===== src/logic/l2_types_pkg.sv =====
`default_nettype none

package l2_types_pkg;

	////////////////////////////////////////////////////////////////////////////
	// Geometry
	////////////////////////////////////////////////////////////////////////////

	localparam int ADDR_BITS = 16;
	localparam int LINE_BITS = 128;
	localparam int OFFSET_BITS = 4;  // 16 bytes per line
	localparam int NUM_WAYS = 4;

	typedef logic [ADDR_BITS-1:0] l2_addr_t;
	typedef logic [LINE_BITS-1:0] l2_line_t;
	typedef logic [1:0] l2_way_t;
	typedef logic [7:0] l2_lru_t;  // [1:0] least recent, [7:6] most recent

	// Way 0 is evicted first out of reset
	localparam l2_lru_t LRU_RESET = {2'd3, 2'd2, 2'd1, 2'd0};

	typedef struct packed {
		logic write;
		l2_addr_t addr;
		l2_line_t wdata;
	} l2_req_t;

	typedef struct packed {
		logic write;
		l2_addr_t addr;  // Line aligned
		l2_line_t wdata;
	} l2_mem_req_t;

	typedef struct packed {
		logic load_line;    // Data, tag and valid
		logic load_dirty;
		logic dirty_val;
		logic load_lru;
		l2_way_t way_sel;
		logic fill_sel;     // 1 = line from memory
		logic wb_addr_sel;  // 1 = victim address
	} l2_ctrl_t;

	typedef struct packed {
		logic hit;
		l2_way_t hit_way;
		l2_way_t victim_way;
		logic victim_dirty;
	} l2_status_t;

endpackage

`default_nettype wire


===== src/logic/l2_cache_control.sv =====
`timescale 1ns/1ps
`default_nettype none

module l2_cache_control (
	input wire logic clk,
	input wire logic rst_n,

	input wire logic req_valid,
	output logic req_ready,
	input wire l2_types_pkg::l2_req_t req,
	output logic resp_valid,
	input wire logic resp_ready,

	output l2_types_pkg::l2_req_t cur_req,
	input wire l2_types_pkg::l2_status_t status,
	output l2_types_pkg::l2_ctrl_t ctrl,

	output logic mem_req_valid,
	input wire logic mem_req_ready,
	output logic mem_write,
	input wire logic mem_resp_valid
);

	typedef enum logic [2:0] {
		IDLE,
		LOOKUP,
		WRITEBACK,
		FILL,
		RESPOND
	} state_t;

	state_t state;
	state_t state_next;
	logic read_sent;  // Fill read accepted, waiting on data
	logic fill_done;

	assign req_ready = (state == IDLE);
	assign resp_valid = (state == RESPOND);
	assign fill_done = (state == FILL) && read_sent && mem_resp_valid;

	always_ff @(posedge clk) begin
		if (req_valid && req_ready) begin
			cur_req <= req;
		end
	end

	always_ff @(posedge clk or negedge rst_n) begin
		if (!rst_n) begin
			state <= IDLE;
			read_sent <= 1'b0;
		end else begin
			state <= state_next;
			if (fill_done) begin
				read_sent <= 1'b0;
			end else if (mem_req_valid && mem_req_ready && !mem_write) begin
				read_sent <= 1'b1;
			end
		end
	end

	////////////////////////////////////////////////////////////////////////////
	// Next state and commands
	////////////////////////////////////////////////////////////////////////////

	always_comb begin
		state_next = state;
		ctrl = '0;
		mem_req_valid = 1'b0;
		mem_write = 1'b0;

		case (state)
			IDLE: begin
				if (req_valid) begin
					state_next = LOOKUP;
				end
			end

			LOOKUP: begin
				if (status.hit) begin
					ctrl.load_lru = 1'b1;
					ctrl.way_sel = status.hit_way;
					if (cur_req.write) begin  // Line-wide write, mark dirty
						ctrl.load_line = 1'b1;
						ctrl.load_dirty = 1'b1;
						ctrl.dirty_val = 1'b1;
					end
					state_next = RESPOND;
				end else if (status.victim_dirty) begin
					state_next = WRITEBACK;
				end else begin
					state_next = FILL;
				end
			end

			WRITEBACK: begin
				mem_req_valid = 1'b1;
				mem_write = 1'b1;
				ctrl.wb_addr_sel = 1'b1;
				if (mem_req_ready) begin
					state_next = FILL;
				end
			end

			FILL: begin
				mem_req_valid = !read_sent;
				ctrl.way_sel = status.victim_way;
				ctrl.fill_sel = 1'b1;
				if (fill_done) begin
					ctrl.load_line = 1'b1;
					ctrl.load_dirty = 1'b1;  // Clean after fill
					state_next = LOOKUP;     // Replays as a hit
				end
			end

			RESPOND: begin
				if (resp_ready) begin
					state_next = IDLE;
				end
			end

			default: state_next = IDLE;
		endcase
	end

endmodule

`default_nettype wire


===== config.mk =====
export PLATFORM = sky130hd
export DESIGN_NAME = l2_cache_control
export DESIGN_NICKNAME = d
export VERILOG_FILES = /design/src/logic/l2_types_pkg.sv /design/src/logic/l2_cache_control.sv
export SDC_FILE = /design/constraint.sdc
export NUM_CORES = 1
export LEC_CHECK = 0
export ABC_AREA = 1
export BUFFER_PORTS_ARGS = -buffer_cell sky130_fd_sc_hd__clkbuf_2
export CAP_MARGIN = 20
export CORE_AREA = 2 2 121 123
export DETAILED_ROUTE_END_ITERATION = 7
export DIE_AREA = 0 0 123 125
export GPL_TIMING_DRIVEN = 0
export PLACE_DENSITY = 0.74
export SLEW_MARGIN = 10
export SYNTH_ARGS = -nofsm -noshare
export SYNTH_HDL_FRONTEND = slang
export SYNTH_SLANG_ARGS = --single-unit

===== constraint.sdc =====
create_clock -name clk -period 9.09 [get_ports clk]
set_input_delay 0.909 -clock clk [delete_from_list [all_inputs] [get_ports clk]]
set_output_delay 0.909 -clock clk [all_outputs]
set_load 0.1 [all_outputs]

### Yosys cells after proc, flatten, opt, wreduce, memory -nomap -nowiden

Index checks and enable logic that the tools add are counted.

* equal/unequal tests: 8
* reductions and logical operators: 10
* multiplexer cells: 18

Operator list (number)
* 2-to-1 mux 3 bit: 6
* case mux 3 bit (5 select lines): 1
* case mux 2 bit (2 select lines): 2
* == test 3 x 2 -> 1 bit, second input constant: 2
* 2-to-1 mux 6 bit: 1
* inequality test 2 bit, second input constant: 3
* logical AND 1 bit: 5
* 2-to-1 mux 1 bit: 5
* 2-to-1 mux 2 bit: 2
* AND reduction 4 bit: 1
* == test 3 x 1 -> 1 bit, second input constant: 1
* == test 3 bit, second input constant: 1
* logical NOT 3 bit: 1
* logical NOT 1 bit: 2
* inequality test 2 x 1 -> 1 bit, second input constant: 1
* case mux 1 bit (2 select lines): 1
* nonzero test 2 bit: 1

* bits of input ports: 157
* word-level logic and storage cells: 41
* flip-flop bits (word level): 149
* output and inout port bits: 157

### Depth between registers and ports, before layout

Gate-level depths: netlist (run 1).

* word-level depth: 6
* depth in mapped cells: 7
* gate-level depth less buffers: 7

### Worst setup path before layout (run 1)

OpenSTA, ideal clock, no wires.

* path type: input to register
* start: input port req_valid
* end: register cur_req[0] (netlist bit) (enable)
* buffers on the path: 0
* data required time: 8439 ps
* slack: 1506 ps
* arrival time: 6933 ps
* stages: 2
* setup time: 651 ps
* path through: inv_1 > nor2_1

* longest elaborated chain between the ends: 1

Ends and longest elaborated chain
* start: declaration: RTL line l2_cache_control.sv:8 `input wire logic req_valid,`
* logical AND 1 bit: RTL line l2_cache_control.sv:42 `if (req_valid && req_ready) begin`
* end signal: assignment: RTL line l2_cache_control.sv:43 `cur_req <= req;`
* end: declaration: RTL line l2_cache_control.sv:14 `output l2_types_pkg::l2_req_t cur_req,`

Every way passes these cells.
A chain may end at the register's enable or synchronous reset.

==> results of run 1 <==
## registers in the layout, summed over array words and instances (netlist names)
signal,count
cur_req,145
state,3
read_sent,1
## path summary, 6_finish.rpt
path / start / end / slack, ns
setup / recovery: state[1]$_DFFE_PN0P_ / ctrl[7] / 6.19
hold / removal: rst_n / read_sent$_DFFE_PN0P_ / 0.31
setup reg to reg: state[1]$_DFFE_PN0P_ / cur_req[27]$_DFFE_PP_ / 6.95
hold reg to reg: read_sent$_DFFE_PN0P_ / read_sent$_DFFE_PN0P_ / 0.57
max in group asynchronous: rst_n / state[1]$_DFFE_PN0P_ / 8.66
min in group clk: read_sent$_DFFE_PN0P_ / read_sent$_DFFE_PN0P_ / 0.57
## area by class of cell
| type | instances | area share |
|---|---|---|
| flip-flops and latches | 149 | 0.622 |
| repair buffers | 317 | 0.230 |
| clock buffers | 22 | 0.0620 |
| well taps | 184 | 0.0321 |
| multi-input cells | 40 | 0.0262 |
| clock inverters | 10 | 0.0175 |
| inverters | 14 | 0.00733 |
| plain buffers | 3 | 0.00367 |
## per-layer routing
layer  global-route usage  vias to the layer above  part of all wire
met1                0.159                     1454              0.36
met5                    0                        -           0.00086
met2                0.249                      189              0.51
met3               0.0812                       21              0.11
met4               0.0628                        2             0.019
li1                     -                     1451                 -
## critical path: stages, from the launching register on
cell and delay (ns):
dfrtp_1 0.45, inv_1 0.11, nand2_1 0.07, nor2_1 0.12, nand2_2 0.10, o21ai_1 0.17
buf_4 0.13, clkbuf_2 0.44
## logic make-up (layout without fill, tap and decap cells)
group / count (synthesis) / count (layout) / synth area share
simple gates: 35 / 35 / 0.0329
compound gates: 5 / 5 / 0.00531
buf+inv: 17 / 366 / 0.0167
flops: 149 / 149 / 0.945
## power breakdown
part           internal, mW  total [mW]  switching, mW
clock                 0.407       0.672          0.266
sequential            0.925       0.968         0.0424
combinational         0.152        1.29           1.14
## layout by cell type (no fill, tap or decap), types with 2 or more instances in the layout
cell type | netlist | final
nand3_1 | 5 | 5
buf_12 | 0 | 4
edfxtp_1 | 145 | 145
inv_1 | 11 | 11
clkinv_4 | 0 | 5
bufinv_16 | 0 | 2
inv_2 | 3 | 3
nand2_1 | 17 | 17
clkbuf_2 | 0 | 313
dfrtp_1 | 4 | 4
nor2_2 | 2 | 2
o21ai_1 | 2 | 2
clkbuf_1 | 0 | 5
a21oi_1 | 2 | 2
nor2_1 | 7 | 6
buf_4 | 2 | 2
clkbuf_16 | 0 | 17
==> qor.csv, run 1 <==
stage;metric;value;unit
floorplan;fp-row-count;44;
clocking;path_clk_slew;0.05;ns
detailed_routing;via_count;3117;
synthesis;ys_seq_area_frac;0.945;
clocking;cts_buffers;17;
timing;hold_ws;0.305;ns
clocking;cts.path.max_buffers;2;
detailed_routing;drt-total-wl;11600;µm
synthesis;ys_ff_latch;149;
worst_setup_path;critPathCaptureType;primary output;
detailed_routing;via_per_inst;4.22;
worst_hold_path;hp-class;in2async;
finish;ff_latch_area;4450;µm²
global_route;grt_pass1_wl;16900;µm
timing;tns;0;ns
finish;antenna_cells;0;
finish;nNetsFinal;699;
finish;stdcell_count;739;
clocking;post-cts-setup-buffers;0;
clocking;clock-sinks;149;
clocking;cts-resized-gates;0;
timing;fin_crit;2.90;ns
timing;fin_ws;6.19;ns
floorplan;die_h;125;µm
detailed_routing;drc;0;
power_and_ir_drop;p_per_area;409;nW/µm²
placed_design;dp_cells;707;
worst_setup_path;path_max_fanout;6;
finish;multi_input_area;188;µm²
synthesis;synth_top_area_frac;0.924;
synthesis;syn_inst;206;
placed_design;dpl-instance-area;6600;µm²
detailed_routing;drtPass1Iterations;5;
timing;max_freq;0.345;GHz
clocking;holdBufCountCts;0;
worst_setup_path;crit_arrival;1.99;ns
detailed_routing;wire_per_inst;15.6;µm
synthesis;synth.most_common_cell;edfxtp_1;
job;drv_cap;0;
floorplan;die_w;123;µm
power_and_ir_drop;vdd.ir_drop.worst;0.000288;V
global_route;grtUsageTotal;0.151;
synthesis;async_flop_share;0.0268;
worst_setup_path;critPathKind;reg2out;
synthesis;yosysWarnings;0;
synthesis;synth_edf_count;145;
finish;fillers;1210;
synthesis;synth-main-ff-cell;edfxtp_1;
finish;fin_area;7170;µm²
synthesis;synth.distinct_cells;17;
synthesis;syn_area;4710;µm²
global_route;globalRouteOverflowTotal;0;
synthesis;synth_top_area_cell;edfxtp_1;
timing;skew;0.00898;ns
worst_setup_path;startpoint_type;register;
timing;final_hold_viol_count;0;
synthesis;avgSynthCellArea;22.9;µm²
timing;finalSetupViolations;0;
detailed_routing;antenna_left;0;
clocking;htreeDepth;4;
finish;area_growth;52.1;%
placed_design;dp_slack;6.32;ns
outcome;status;complete, no violations;
timing;tightest_slew;0.673;ns
synthesis;synth.area.top_cells;edfxtp_1 (92%), dfrtp_1 (2.1%), nand2_1 (1.4%), inv_1 (0.88%), nor2_1 (0.56%);
placed_design;dp_hpwl;9060;µm
clocking;insertion_delay;0.41;ns
global_route;grt_pass1_vias;3300;
floorplan;core;14200;µm²
floorplan;io_pins;314;
clocking;cts_tree;yes;
timing;fin_crit_sh;0.319;
timing;relSlewSlack;0.550;
timing;drv_slew;0;
finish;drive_above_1_share;0.640;
finish;fin_util;0.505;
timing;rsz0062_at_grt;no;
floorplan;die_area;15400;µm²
placed_design;gp_congestion;0.745;
global_route;grt_max_degree;37;
worst_setup_path;required;8.18;ns
power_and_ir_drop;power;2.93;mW
detailed_routing;drtIter0Drc;133;
worst_setup_path;reg2reg_depth;5;
synthesis;synth_commonest_cells;edfxtp_1 (145), nand2_1 (17), inv_1 (11);
clocking;cts-root-buf;clkbuf_16;
floorplan;start_util;0.332;
placed_design;port_buffers;313;
synthesis;synth_nets;363;
power_and_ir_drop;p_leak;3.18;nW
global_route;antenna_found_initial;1;
Power figures use the tool's default switching activity.
==> inputs of run 2 (changes only) <==
- clock period: 9.09 -> 3 ns (I/O delays scaled with it)
==> run 2 against run 1 <==
Sequential power increased to 3.0 times the previous value; core utilization increased by 0.55 points; non-clock buffer count increased by 1; flip-flop and latch count unchanged; final cell count increased by 0.14%; clock power increased to 3.3 times the previous value.
==> qor.csv, run 2 (same netlist as run 1, synthesis figures left out) <==
stage;metric;value;unit
outcome;status;complete, no violations;
timing;skew;0.00561;ns
global_route;antenna_found_initial;1;
finish;regMostFlops;cur_req;
clocking;cts_tree;yes;
worst_setup_path;startpoint_type;register;
power_and_ir_drop;p_per_area;1260;nW/µm²
worst_setup_path;reg2reg_depth;6;
clocking;path_clk_slew;0.06;ns
placed_design;dp_slack;0.933;ns
global_route;use_met1;0.161;
finish;final_common_cell;clkbuf_2;
worst_setup_path;required;2.70;ns
worst_setup_path;critPathKind;reg2out;
finish;top_regs;cur_req: 145 flops, state: 3 flops, read_sent: 1 flops;
timing;finalSetupViolations;0;
placed_design;port_buffers;313;
clocking;post-cts-setup-buffers;0;
global_route;globalRouteOverflowTotal;0;
timing;relSlewSlack;0.593;
finish;largest_reg_flops;145;
finish;stdcell_count;740;
worst_setup_path;crit_arrival;2.04;ns
clocking;cts-root-buf;clkbuf_16;
worst_setup_path;path_max_fanout;6;
floorplan;fp-row-count;44;
floorplan;io_pins;314;
worst_setup_path;ff2ff_setup_slack;0.93;ns
detailed_routing;drtIter0Drc;143;
global_route;grtUsageTotal;0.153;
timing;final_hold_viol_count;0;
worst_setup_path;critPathCaptureType;primary output;
clocking;cts_buffers;17;
timing;tns;0;ns
timing;tightest_slew;0.609;ns
global_route;grt_pass1_vias;3273;
clocking;cts.path.max_buffers;2;
placed_design;gp_congestion;0.840;
global_route;grtUsageMet3;0.0803;
detailed_routing;via_count;3141;
detailed_routing;via_per_inst;4.24;
worst_setup_path;rr_endpoint;cur_req[1]$_DFFE_PP_;
global_route;grtUsageMet2;0.263;
timing;hold_ws;0.0677;ns
worst_hold_path;whs_path_depth;1;
finish;drive_above_1_share;0.649;
floorplan;die_area;15400;µm²
timing;rsz0062_at_grt;no;
finish;nNetsFinal;700;
power_and_ir_drop;power;9.10;mW
worst_hold_path;hold_path_end;cur_req[54]$_DFFE_PP_;
detailed_routing;antenna_left;0;
clocking;insertion_delay;0.40;ns
global_route;grt_pass1_wl;17100;µm
finish;final_cell_mix;clkbuf_2 (313), edfxtp_1 (145), clkbuf_16 (17), nand2_1 (16), inv_1 (11);
power_and_ir_drop;vdd.ir_drop.worst;0.000747;V
finish;area_growth;53.7;%
detailed_routing;drtPass1Iterations;4;
floorplan;start_util;0.332;
worst_setup_path;r2r_start;state[0]$_DFFE_PN0P_;
global_route;grt_max_degree;36;
timing;drv_slew;0;
clocking;clock-sinks;149;
detailed_routing;drc;0;
timing;max_freq;0.427;GHz
job;drv_cap;0;
detailed_routing;drt-total-wl;12000;µm
clocking;htreeDepth;4;
worst_hold_path;hp-class;in2reg;
worst_hold_path;worstHoldStart;req[54];
floorplan;core;14200;µm²
global_route;busiest_layer;met2;
timing;fin_ws;0.656;ns
placed_design;dp_hpwl;9320;µm
timing;fin_crit;2.34;ns
power_and_ir_drop;p_leak;3.21;nW
floorplan;die_h;125;µm
detailed_routing;wire_per_inst;16.3;µm
floorplan;die_w;123;µm
placed_design;dp_cells;707;
timing;fin_crit_sh;0.781;
finish;antenna_cells;0;
## run 2: changes by cell type in the layout (fill, tap and decap cells not counted), sizes merged
cell	change
bufinv	+2
clkbuf	-5
clkinv	-3
clkinvlp	+2
dlygate4sd3	+1
inv	+4
## run 2: area by class of cell
| type | instances | area [µm²] |
|---|---|---|
| plain buffers | 3 | 26.3 |
| flip-flops and latches | 149 | 4460 |
| repair buffers | 318 | 1660 |
| multi-input cells | 40 | 199 |
| clock buffers | 17 | 425 |
| well taps | 184 | 230 |
| inverters | 14 | 52.6 |
| clock inverters | 15 | 199 |
| fillers | 1223 | 6960 |
## run 2: how the worst max path moves through the flow
stage / startpoint / to / slack (ns) / cells past startpoint
2_1_floorplan: state[0]$_DFFE_PN0P_ / cur_req[0]$_DFFE_PP_ / -0.22 / 4
3_3_place_gp: state[0]$_DFFE_PN0P_ / cur_req[42]$_DFFE_PP_ / -0.86 / 4
3_5_place_dp: state[0]$_DFFE_PN0P_ / cur_req[21]$_DFFE_PP_ / 0.93 / 6
4_1_cts: state[1]$_DFFE_PN0P_ / ctrl[7] / 0.68 / 7
5_1_grt: state[1]$_DFFE_PN0P_ / ctrl[7] / 0.54 / 7
6_report: state[1]$_DFFE_PN0P_ / ctrl[7] / 0.66 / 7
## run 2: timing repair
item	in CTS	in global routing
endpoints found under the hold margin	4	0
resized for setup	0	0
hold buffers	1	0
## run 2: critical path, cell delays in order (launching register included)
cell      delay (ns)
dfrtp_2         0.46
inv_1           0.09
nand2_1         0.07
nor2_1          0.12
nand2_2         0.10
o21ai_2         0.21
buf_4           0.14
clkbuf_2        0.44
## run 2: per-stage QoR
step           area (µm²)   util
5_1_grt              7240  0.510
4_1_cts              7240  0.510
2_1_floorplan        4730      -
3_3_place_gp         6530  0.460
3_5_place_dp         6610  0.465
6_report             7240  0.510
## run 2: layer usage
metal / wire, µm / vias up
met5: 12 / -
li1: - / 1457
met3: 1280 / 9
met4: 139 / 2
met1: 4390 / 1490
met2: 6200 / 183
## run 2: power breakdown
group          leakage (nW)  total (mW)  switching (mW)  internal, mW
logic                  1.53        3.95            3.48         0.468
clock network         0.296        2.22           0.820          1.40
registers              1.38        2.93           0.126          2.80
total                  3.21        9.10            4.43          4.67
==> inputs of run 3 (changes only) <==
- clock period: 3 -> 2.4 ns (I/O delays scaled with it)
==> run 3 against run 2 <==
Register-to-register slack got worse by 0.54 ns; combinational power is 31% higher; core utilization rose by 9.8 points; final cell count increased by 19%; count of clock-buffer cells in the layout increased by 1; global-route usage increased by 4.5 points; via count increased by 22%; clock power rose by 27%; hold slack worse by 0.052 ns; critical endpoint unchanged; largest cell class unchanged; highest routed layer unchanged.
==> qor.csv, run 3 (same netlist as run 1, synthesis figures left out) <==
stage;metric;value;unit
outcome;status;complete, no violations;
timing;hold_ws;0.0158;ns
finish;antenna_cells;0;
power_and_ir_drop;vdd.ir_drop.worst;0.000843;V
clocking;cts-root-buf;clkbuf_16;
timing;final_hold_viol_count;0;
detailed_routing;drc;0;
timing;fin_crit;2.27;ns
clocking;path_clk_slew;0.06;ns
global_route;grtUsageTotal;0.199;
worst_setup_path;rr_endpoint;cur_req[91]$_DFFE_PP_;
worst_setup_path;crit_arrival;2.03;ns
global_route;antenna_found_initial;1;
power_and_ir_drop;power;11.7;mW
worst_setup_path;crit_buf_inv;3;
finish;fillers;1050;
worst_setup_path;cpPeakStageDelay;0.46;ns
global_route;grt_max_degree;36;
clocking;cts_buffers;17;
placed_design;port_buffers;313;
worst_setup_path;cp_top_family;buffers and inverters;
power_and_ir_drop;p_leak;3.78;nW
finish;largest_reg_flops;145;
placed_design;dp_hpwl;9530;µm
floorplan;die_w;123;µm
finish;drive_above_1_share;0.523;
finish;nNetsFinal;838;
timing;fin_ws;0.131;ns
worst_setup_path;reg2reg_depth;5;
worst_setup_path;critPathKind;reg2out;
worst_setup_path;crit_start;state[1]$_DFFE_PN0P_;
worst_setup_path;slowest_stage;dfrtp_2;
placed_design;dp_cells;707;
worst_setup_path;cp_cell_sequence;inv_1 -> nand2_1 -> nor2_1 -> nand2_2 -> o21ai_4 -> buf_4 -> clkbuf_2;
detailed_routing;via_per_inst;4.36;
worst_setup_path;endpoint;ctrl[7];
clocking;insertion_delay;0.42;ns
detailed_routing;wire_per_inst;17.4;µm
worst_setup_path;critPathCaptureType;primary output;
global_route;grt_pass1_wl;22300;µm
worst_setup_path;required;2.16;ns
timing;max_freq;0.441;GHz
worst_setup_path;cp.depth;7;
clocking;cts_tree;yes;
finish;final_cell_mix;clkbuf_2 (313), edfxtp_1 (145), dlygate4sd3_1 (139), clkbuf_16 (17), nand2_1 (16);
floorplan;core;14200;µm²
finish;stdcell_count;878;
floorplan;die_h;125;µm
finish;area_growth;83.3;%
worst_hold_path;hp-class;in2reg;
detailed_routing;drtIter0Drc;187;
clocking;clock-sinks;149;
timing;relSlewSlack;0.619;
timing;drv_slew;0;
timing;finalSetupViolations;0;
job;drv_cap;0;
global_route;grt_pass1_vias;4261;
timing;tightest_slew;0.574;ns
detailed_routing;via_count;3829;
finish;top_regs;cur_req: 145 flops, state: 3 flops, read_sent: 1 flops;
timing;tns;0;ns
finish;fin_util;0.608;
worst_setup_path;ff2ff_setup_slack;0.39;ns
clocking;cts-resized-gates;0;
worst_setup_path;r2r_start;state[1]$_DFFE_PN0P_;
floorplan;start_util;0.332;
finish;fin_area;8640;µm²
placed_design;gp_congestion;0.807;
worst_setup_path;path_max_fanout;6;
clocking;cts.path.max_buffers;2;
worst_setup_path;startpoint_type;register;
clocking;htreeDepth;4;
floorplan;io_pins;314;
detailed_routing;drt-total-wl;15300;µm
floorplan;fp-row-count;44;
timing;fin_crit_sh;0.946;
global_route;globalRouteOverflowTotal;0;
timing;rsz0062_at_grt;no;
power_and_ir_drop;p_per_area;1350;nW/µm²
placed_design;dpl-instance-area;6620;µm²
timing;skew;0.0120;ns
floorplan;die_area;15400;µm²
finish;regMostFlops;cur_req;
detailed_routing;drtPass1Iterations;4;
finish;final_common_cell;clkbuf_2;
detailed_routing;antenna_left;0;
placed_design;dp_slack;0.380;ns
-- run 3: changes by cell type in the layout (fill, tap and decap cells not counted) --
cell,delta
o21ai_4,+1
o21ai_2,-1
dlygate4sd3_1,+138
clkinvlp_4,+1
clkinv_1,-2
nor2_1,-1
inv_6,-1
clkbuf_1,+1
nor2_2,+1
clkinv_4,+1
-- run 3: cell type report --
cell class / count / area, µm² / share of cell area
inverters: 14 / 52.6 / 0.00608
well taps: 184 / 230 / 0.0266
plain buffers: 3 / 26.3 / 0.00304
clock buffers: 18 / 429 / 0.0497
multi-input cells: 40 / 209 / 0.0242
flip-flops and latches: 149 / 4460 / 0.516
repair buffers: 456 / 3040 / 0.352
clock inverters: 14 / 199 / 0.0230
-- run 3: routing by layer --
metal  track usage  up-vias  routed length (µm)
li1              -     1726                   -
met3        0.0684       33                1270
met4        0.0989        2                 455
met5             0        -                   7
met1         0.194     1851                5190
met2         0.366      217                8360
-- run 3: where the power goes --
group	leakage [nW]	total, mW	internal, mW	switching, mW
clock	0.294	2.82	1.75	1.07
combinational	2.11	5.16	0.735	4.42
sequential	1.38	3.69	3.51	0.186
total	3.78	11.7	6.00	5.68
-- run 3: repair_timing --
item | 4_1_cts | 5_1_grt
setup buffers | 0 | 0
hold endpoints to repair | 142 | 0
hold buffers | 139 | 0
-- run 3: worst min path at each step --
stage / from / endpoint / slack, ns / cells after the start
final: req[100] / cur_req[100]$_DFFE_PP_ / 0.02 / 1
after CTS: req[100] / cur_req[100]$_DFFE_PP_ / 0.002 / 1
after floorplan: rst_n / read_sent$_DFFE_PN0P_ / -0.06 / 0
after global placement: rst_n / read_sent$_DFFE_PN0P_ / 0.06 / 1
after detailed placement: rst_n / read_sent$_DFFE_PN0P_ / 0.06 / 1
after global routing: req[100] / cur_req[100]$_DFFE_PP_ / 0.005 / 1
-- run 3: worst register-to-register path, stage by stage (launching register included) --
cell and delay, ns:
dfrtp_2 0.46, nor2_4 0.15, nand2_2 0.09, nor2_4 0.45, buf_12 0.28, buf_12 0.26
